==> src/hdl/qbv_pkg.sv <==
`default_nettype none

package qbv_pkg;

    // ptp nanosecond time and schedule time
    typedef logic [63:0] ptp_ns_t;
    // schedule time, in units of 2^offset_width ns
    typedef logic [16:0] gcl_time_t;

    // frame fields
    typedef logic [127:0] pkt_hdr_t;
    typedef logic [15:0] seq_id_t;
    typedef logic [31:0] pkt_id_t;
    typedef logic [7:0] byte_t;
    typedef logic [10:0] byte_idx_t;
    typedef logic [15:0] pkt_count_t;

    // transmit credits, enough for a buffer depth of up to 7
    typedef logic [2:0] credit_t;

    typedef enum logic [1:0] {
        src_idle,
        src_send,
        src_done
    } src_state_t;

    // time base, one 125 MHz clock per 8 ns
    localparam int ns_per_clk = 8;
    // counter starts this far ahead of a period boundary
    localparam int ptp_reset_lead_ns = 5000;

    // gate schedule, period 2^17 ns, unit 2^11 ns
    localparam int period_width = 17;
    localparam int offset_width = 11;
    localparam int critical_slot_start = 16;
    localparam int critical_slot_len = 25;
    localparam int background_interval_width = 14;

    // frame layout
    localparam int pkt_len_bytes = 64;
    localparam int hdr_bytes = 16;
    // vlan tag is already part of the critical header
    localparam pkt_hdr_t critical_hdr = 128'h00200081020000000000030000000000;
    localparam pkt_hdr_t background_hdr = 128'h0f0e0008010000000000030000000000;
    localparam seq_id_t critical_seq_id = 16'h6666;
    localparam seq_id_t background_seq_id = 16'hffff;
    localparam pkt_count_t critical_max_pkts = 16'd4;
    localparam pkt_count_t background_max_pkts = 16'hffff;

    // receiver buffer depth
    localparam credit_t credit_init = 3'd4;

endpackage

`default_nettype wire

==> src/hdl/credit_tx.sv <==
`timescale 1ns/1ns
`default_nettype none

module credit_tx (
    input  logic clk,
    input  logic reset,
    input  logic want,
    input  logic credit_return,
    output logic valid
);

    import qbv_pkg::*;

    // credits currently held by the sender
    credit_t credits;

    // a byte goes out only with a credit in hand
    assign valid = want && (credits != '0);

    always_ff @(posedge clk or posedge reset) begin
        if (reset) begin
            credits <= credit_init;
        end else begin
            case ({valid, credit_return})
                // send only
                2'b10: begin
                    credits <= credits - 1'b1;
                end
                // return only
                2'b01: begin
                    credits <= credits + 1'b1;
                end
                // send and return cancel, or nothing happens
                default: begin
                    credits <= credits;
                end
            endcase
        end
    end

endmodule

`default_nettype wire

==> src/hdl/frame_builder.sv <==
`timescale 1ns/1ns
`default_nettype none

module frame_builder #(
    parameter qbv_pkg::pkt_hdr_t hdr = '0,
    parameter qbv_pkg::seq_id_t  seq_id = '0
) (
    input  logic             clk,
    input  logic             reset,
    input  logic             start,
    input  logic             advance,
    input  qbv_pkg::pkt_id_t pkt_id,
    output qbv_pkg::byte_t   data,
    output logic             last
);

    import qbv_pkg::*;

    byte_idx_t byte_idx;
    // header, sequence id and packet id in wire order
    logic [$bits(pkt_hdr_t)+$bits(seq_id_t)+$bits(pkt_id_t)-1:0] prefix;
    logic      in_prefix;

    // byte position in the current frame
    always_ff @(posedge clk or posedge reset) begin
        if (reset) begin
            byte_idx <= '0;
        end else if (start) begin
            byte_idx <= '0;
        end else if (advance) begin
            // wrap after the last byte
            if (last) begin
                byte_idx <= '0;
            end else begin
                byte_idx <= byte_idx + 1'b1;
            end
        end
    end

    assign prefix = {hdr, seq_id, pkt_id};

    // bytes 0..21 come from the prefix, msb first
    assign in_prefix = byte_idx <
        byte_idx_t'(hdr_bytes + $bits(seq_id_t) / 8 + $bits(pkt_id_t) / 8);

    always_comb begin
        if (in_prefix) begin
            data = prefix[$bits(prefix) - 8 - 8 * byte_idx +: 8];
        end else begin
            // payload is the low byte of the index
            data = byte_idx[7:0];
        end
    end

    assign last = (byte_idx == byte_idx_t'(pkt_len_bytes - 1));

endmodule

`default_nettype wire

==> src/hdl/gate_schedule.sv <==
`timescale 1ns/1ns
`default_nettype none

module gate_schedule (
    input  logic             clk,
    input  logic             reset,
    output qbv_pkg::ptp_ns_t ptp_ns,
    output logic             critical_tx,
    output logic             background_tx
);

    import qbv_pkg::*;

    gcl_time_t gcl_time;
    logic      in_critical_slot;
    // registered slot flag and its delayed copy
    logic      critical_slot;
    logic      critical_slot_d;
    logic      background_tick;

    // local ptp time, starts just before a period boundary
    always_ff @(posedge clk or posedge reset) begin
        if (reset) begin
            ptp_ns <= ptp_ns_t'((1 << period_width) - ptp_reset_lead_ns);
        end else begin
            ptp_ns <= ptp_ns + ptp_ns_t'(ns_per_clk);
        end
    end

    // time within the period, in schedule units
    assign gcl_time = gcl_time_t'(ptp_ns[period_width-1:0] >> offset_width);

    // critical window [start, start + len)
    assign in_critical_slot =
        (gcl_time >= gcl_time_t'(critical_slot_start)) &&
        (gcl_time < gcl_time_t'(critical_slot_start + critical_slot_len));

    // background tick on every 2^14 ns boundary
    assign background_tick = (ptp_ns[background_interval_width-1:0] == '0);

    always_ff @(posedge clk or posedge reset) begin
        if (reset) begin
            critical_slot   <= 1'b0;
            critical_slot_d <= 1'b0;
        end else begin
            critical_slot   <= in_critical_slot;
            critical_slot_d <= critical_slot;
        end
    end

    // one pulse per window, on the rising edge of the flag
    always_ff @(posedge clk or posedge reset) begin
        if (reset) begin
            critical_tx <= 1'b0;
        end else begin
            critical_tx <= critical_slot && !critical_slot_d;
        end
    end

    // pulse lands one cycle after the boundary clock
    always_ff @(posedge clk or posedge reset) begin
        if (reset) begin
            background_tx <= 1'b0;
        end else begin
            background_tx <= background_tick;
        end
    end

endmodule

`default_nettype wire

==> src/hdl/qbv_traffic_gen.sv <==
`timescale 1ns/1ns
`default_nettype none

module qbv_traffic_gen (
    input  logic             clk,
    input  logic             reset,
    input  logic             critical_credit_return,
    input  logic             background_credit_return,
    output qbv_pkg::ptp_ns_t ptp_ns,
    output qbv_pkg::byte_t   critical_data,
    output logic             critical_valid,
    output logic             critical_last,
    output logic             critical_done,
    output qbv_pkg::byte_t   background_data,
    output logic             background_valid,
    output logic             background_last,
    output logic             background_done
);

    import qbv_pkg::*;

    // trigger pulses from the schedule
    logic critical_tx;
    logic background_tx;

    gate_schedule i_gate_schedule (
        .clk           (clk),
        .reset         (reset),
        .ptp_ns        (ptp_ns),
        .critical_tx   (critical_tx),
        .background_tx (background_tx)
    );

    // scheduled flow, limited to a few frames
    traffic_source #(
        .hdr      (critical_hdr),
        .seq_id   (critical_seq_id),
        .max_pkts (critical_max_pkts)
    ) i_critical_source (
        .clk           (clk),
        .reset         (reset),
        .tx_trigger    (critical_tx),
        .credit_return (critical_credit_return),
        .data          (critical_data),
        .valid         (critical_valid),
        .last          (critical_last),
        .done          (critical_done)
    );

    // best effort flow on the periodic tick
    traffic_source #(
        .hdr      (background_hdr),
        .seq_id   (background_seq_id),
        .max_pkts (background_max_pkts)
    ) i_background_source (
        .clk           (clk),
        .reset         (reset),
        .tx_trigger    (background_tx),
        .credit_return (background_credit_return),
        .data          (background_data),
        .valid         (background_valid),
        .last          (background_last),
        .done          (background_done)
    );

endmodule

`default_nettype wire

==> src/hdl/traffic_source.sv <==
`timescale 1ns/1ns
`default_nettype none

module traffic_source #(
    parameter qbv_pkg::pkt_hdr_t   hdr = qbv_pkg::background_hdr,
    parameter qbv_pkg::seq_id_t    seq_id = qbv_pkg::background_seq_id,
    parameter qbv_pkg::pkt_count_t max_pkts = qbv_pkg::background_max_pkts
) (
    input  logic           clk,
    input  logic           reset,
    input  logic           tx_trigger,
    input  logic           credit_return,
    output qbv_pkg::byte_t data,
    output logic           valid,
    output logic           last,
    output logic           done
);

    import qbv_pkg::*;

    src_state_t state;
    pkt_count_t pkt_count;
    pkt_count_t pkt_count_next;
    logic       accept;
    logic       want;
    logic       frame_last;
    logic       frame_end;

    // triggers count only while idle
    assign accept = (state == src_idle) && tx_trigger;
    assign want = (state == src_send);

    // frame finishes on the byte that carries last
    assign frame_end = valid && frame_last;
    assign last = frame_end;
    assign pkt_count_next = pkt_count + 1'b1;

    always_ff @(posedge clk or posedge reset) begin
        if (reset) begin
            state     <= src_idle;
            pkt_count <= '0;
        end else begin
            case (state)
                src_idle: begin
                    if (accept) begin
                        state <= src_send;
                    end
                end
                src_send: begin
                    if (frame_end) begin
                        pkt_count <= pkt_count_next;
                        // stop for good once the limit is hit
                        if (pkt_count_next == max_pkts) begin
                            state <= src_done;
                        end else begin
                            state <= src_idle;
                        end
                    end
                end
                default: begin
                    state <= src_done;
                end
            endcase
        end
    end

    assign done = (state == src_done);

    // byte index restarts on every accepted trigger
    frame_builder #(
        .hdr    (hdr),
        .seq_id (seq_id)
    ) i_frame_builder (
        .clk     (clk),
        .reset   (reset),
        .start   (accept),
        .advance (valid),
        .pkt_id  (pkt_id_t'(pkt_count)),
        .data    (data),
        .last    (frame_last)
    );

    // valid is want gated by the credit count
    credit_tx i_credit_tx (
        .clk           (clk),
        .reset         (reset),
        .want          (want),
        .credit_return (credit_return),
        .valid         (valid)
    );

endmodule

`default_nettype wire

==> config.mk <==
export PLATFORM = sky130hd
export DESIGN_NAME = qbv_traffic_gen
export DESIGN_NICKNAME = d
export VERILOG_FILES = /design/src/hdl/qbv_pkg.sv /design/src/hdl/credit_tx.sv /design/src/hdl/frame_builder.sv /design/src/hdl/gate_schedule.sv /design/src/hdl/qbv_traffic_gen.sv /design/src/hdl/traffic_source.sv
export SDC_FILE = /design/constraint.sdc
export NUM_CORES = 1
export LEC_CHECK = 0
export ABC_AREA = 1
export BUFFER_PORTS_ARGS = -buffer_cell sky130_fd_sc_hd__buf_4
export CORE_MARGIN = 5
export CORE_UTILIZATION = 55
export DETAILED_ROUTE_END_ITERATION = 12
export GPL_ROUTABILITY_DRIVEN = 0
export GPL_TIMING_DRIVEN = 1
export PLACE_DENSITY = 0.78
export SLEW_MARGIN = 20
export SYNTH_ARGS = -nofsm -noshare
export SYNTH_HDL_FRONTEND = slang
export SYNTH_HIERARCHICAL = 1
export SYNTH_SLANG_ARGS = --single-unit
==> constraint.sdc <==
create_clock -name clk -period 2.02 [get_ports clk]
set_clock_uncertainty 0.05 [all_clocks]
set_input_delay 0.404 -clock clk [delete_from_list [all_inputs] [get_ports clk]]
set_output_delay 0.404 -clock clk [all_outputs]
set_load 0.02 [all_outputs]
==> run summary <==
Outcome -> finished, violations left
Failing checks -> negative setup slack
Reg clk slew, reported paths -> 60 ps
Final WS setup -> -561 ps
CORE AREA -> 16300 µm²
YS warnings -> 6
Die height -> 138 µm
Asr flop ratio synth -> 100%
Remaining Overflow, GRT -> 0
Switching Fraction -> 37.9%
Clk root buf -> clkbuf_16
Vias -> 9505
Gate Count Post-Synth -> 1325
Crit end category -> output port
Core Rows -> 47
PwrDens -> 872 nW/µm²
Synthesized area -> 9060 µm²
Initial antenna violation count -> 0
Diodes inserted -> 0
Min cycle time layout -> 2580 ps
Arrival time worst endpoint -> 2130 ps
Die footprint -> 19100 µm²
Max-slew violation count -> 0
Worst-path fanout max -> 5
Net switching power -> 3.92 mW
Post-synthesis sequential area ratio -> 35.8%
Pint -> 6.42 mW
Worst path required time -> 1570 ps
Simple logic cell fraction of the synthesized area -> 43.2%
Clock power frac -> 30.3%
Via/cell ratio -> 5.31
Final number of setup-violating endpoints -> 23
I/O pins -> 90
Post-synth EDFFs -> 0
Clk sinks -> 129
Largest net degree at the start of global routing -> 47
CTS tree -> yes
Dpl hpwl -> 19200 µm
Largest family of logic cells by synthesized area -> simple AND/OR/NAND/NOR gates
Clk Latency, worst-skew pair -> 430 ps
First-pass GRT wire length -> 43300 µm
Compound-cell area share of the yosys netlist -> 6.18%
GRT Util Overall -> 27.1%
I/O Buffers -> 86
CTS Buf Count -> 17
Antenna viol nets, final -> 0
Routed wire length -> 26400 µm
Rel. slew slack -> 49.3%
FF+latch count, synth -> 129
Top_reg_cell synth -> dfrtp_1
Sequential power share -> 28.6%
Vias in the first global route -> 8995
Max-Cap Viols -> 0
Register area -> 3250 µm²
RSZ-0062 raised after global routing -> yes
Synth Area in Adders -> 2.10%
Slew @ Worst Pin -> 760 ps
Fin. Hold Viols -> 0
Fill cells -> 1316
Die Width -> 138 µm
WHS -> 329 ps
DP Cell Count -> 1729
Placement Setup Slack -> -184 ps
Residual DRC -> 0
Final std cells w/o fill -> 1791
Pre-antenna DRT Iters -> 6
Netlist cell types -> 49
Final period utilization -> 128%
Fmax -> 387 MHz
Starting Density -> 55.4%
Lkg Pwr -> 5.42 nW
Drt first-iter violations -> 829
Comb power frac -> 41.2%
CTS H-tree depth -> 4
Startpoint type of the worst setup path -> flip-flop
Post-Synth XOR/XNOR Area -> 4.35%
Avg Inst Size Synth -> 6.84 µm²
Worst vdd ir -> 0.613 mV
Hold Path Class -> input port to flip-flop
Post-synthesis mux area share -> 0%
Share of post-route cells with drive strength above 1 -> 27.4%
P&R area growth vs syn -> 30.7%
Crit Path Class -> flip-flop to output port
Multi-input gate area in the final layout -> 5510 µm²
Drt wl/cell -> 14.7 µm
Nets@finish -> 1576
CTS max path bufs -> 2
==> metal layers <==
metal / track usage [%] / vias to the layer above / part of all wire (%)
li1: - / 4642 / -
met1: 37.0 / 4422 / 43
met2: 43.4 / 370 / 48
met3: 5.94 / 71 / 6.7
met4: 8.22 / 0 / 2.5
met5: 0 / - / 0
==> timing repair <==
action                                  4_1_cts  5_1_grt
hold buffers                                  1        0
cloned                                        0        2
endpoints found under the setup margin       37       60
pin swaps                                    33       32
buffers inserted                             21        6
endpoints found under the hold margin         4        0
resized for setup                            58       51
==> registers in the layout (all words and copies together), names as in the netlist <==
name and count:
i_gate_schedule/critical_tx 1, i_critical_source/state 2, i_gate_schedule/critical_slot_d 1, i_background_source/i_frame_builder/byte_idx 11, i_background_source/i_credit_tx/credits 3, i_critical_source/i_credit_tx/credits 3, i_gate_schedule/background_tx 1, i_gate_schedule/ptp_ns 61
i_critical_source/pkt_count 16, i_gate_schedule/critical_slot 1, i_critical_source/i_frame_builder/byte_idx 11, i_background_source/pkt_count 16, i_background_source/state 2
==> final timing paths <==
path	cells past startpoint	endpoint	slack, ps	start
max	11	background_data[3]	-560	i_background_source/i_frame_builder/byte_idx[3]
min	3	i_critical_source/i_credit_tx/credits[0]	330	critical_credit_return
max reg2reg	15	i_background_source/i_frame_builder/byte_idx[10]	-270	i_background_source/i_frame_builder/byte_idx[2]
min reg2reg	0	i_gate_schedule/critical_slot_d	330	i_gate_schedule/critical_slot
max in group asynchronous	3	i_critical_source/pkt_count[13]	710	reset
min in group asynchronous	3	i_background_source/i_credit_tx/credits[1]	450	reset
==> synth_stat cells (3+ instances only) <==
cell	n	area, µm²
o21bai_1	3	22.5
dfrtp_1	117	2930
xor2_1	22	193
nor2_2	19	119
buf_4	4	30.0
nor3_1	8	40.0
nor2_4	16	180
ha_1	12	150
inv_1	128	480
a31oi_1	4	25.0
nand3b_1	5	37.5
a221oi_1	3	26.3
nand2_2	18	113
o21ai_1	16	80.1
conb_1	3	11.3
a211oi_1	3	22.5
nand3_4	3	52.6
dfstp_2	12	315
nand3_1	105	526
nand3_2	6	60.1
o21ai_0	53	265
buf_6	11	124
nand2_1	449	1690
nand4_1	29	181
nand2_4	8	90.1
buf_2	4	20.0
nor2_1	189	709
a21oi_1	10	50.1
xnor2_1	23	201
inv_2	14	52.6
==> layout by cell type (no fill, tap or decap), types with 7 or more instances in the layout <==
cell type  synthesis  layout
nor2_4            16      24
dfstp_2           12      12
clkbuf_16          0      17
nor2_1           189     173
nand2_4            8       9
nor2_2            19      27
nand2_1          449     429
inv_2             14      24
o21ai_0           53      42
buf_6             11      21
o21ai_2            2       8
dfrtp_2            0       7
ha_1              12       8
nand3_2            6      21
dfrtp_1          117     110
inv_1            128     115
buf_4              4     177
o21ai_1           16      21
conb_1             3      35
nand4_1           29      29
nand2_2           18      37
xor2_1            22      22
a21oi_1           10       8
xnor2_1           23      23
nand3_1          105      90
==> power groups by stage <==
stage	registers, mW	logic (mW)	clock network [mW]
after global routing	2.97	4.64	3.31
after global placement	2.97	3.33	0
after CTS	2.94	3.87	3.17
after floorplan	2.95	2.34	0
final	2.95	4.26	3.13
after detailed placement	2.98	3.41	0
==> worst max-delay path, stage by stage, from the launching register on <==
cell     delay (ps)
dfrtp_2         460
nor2_4          150
nor2_2           50
nand2_2         110
buf_4           120
nand2_1         100
or2_1           240
a31oi_1         150
nand2_1          80
nand2_1          60
o21ai_1          50
buf_4           150
==> final cells by class <==
type                       count  area share (%)
tap                          220            2.32
multi-input combinational   1063            46.5
clock buffer                  17            3.59
sequential                   129            27.4
timing repair buffer         203            14.0
clock inverter                15            1.46
inverter                     144            4.68
==> cell families after synthesis <==
group | count (synthesis)
buffers and inverters | 166
XOR/XNOR | 45
flip-flops | 129
adder cells (fa/ha/maj) | 14
AND/OR/NAND/NOR | 867
other | 3
AO/OA/AOI/OAI | 101
==> stage by stage <==
stage	TNS, ps	utilization, %	instance area, µm²	total power [mW]
6_report	-9560	72.5	11800	10.3
5_1_grt	-13730	72.5	11800	10.9
4_1_cts	-8900	71.2	11600	9.98
3_5_place_dp	-2440	65.3	10700	6.39
3_3_place_gp	-1330	65.3	10700	6.30
2_1_floorplan	-143	-	9250	5.28
No activity file was read; power rests on OpenSTA's default activity.
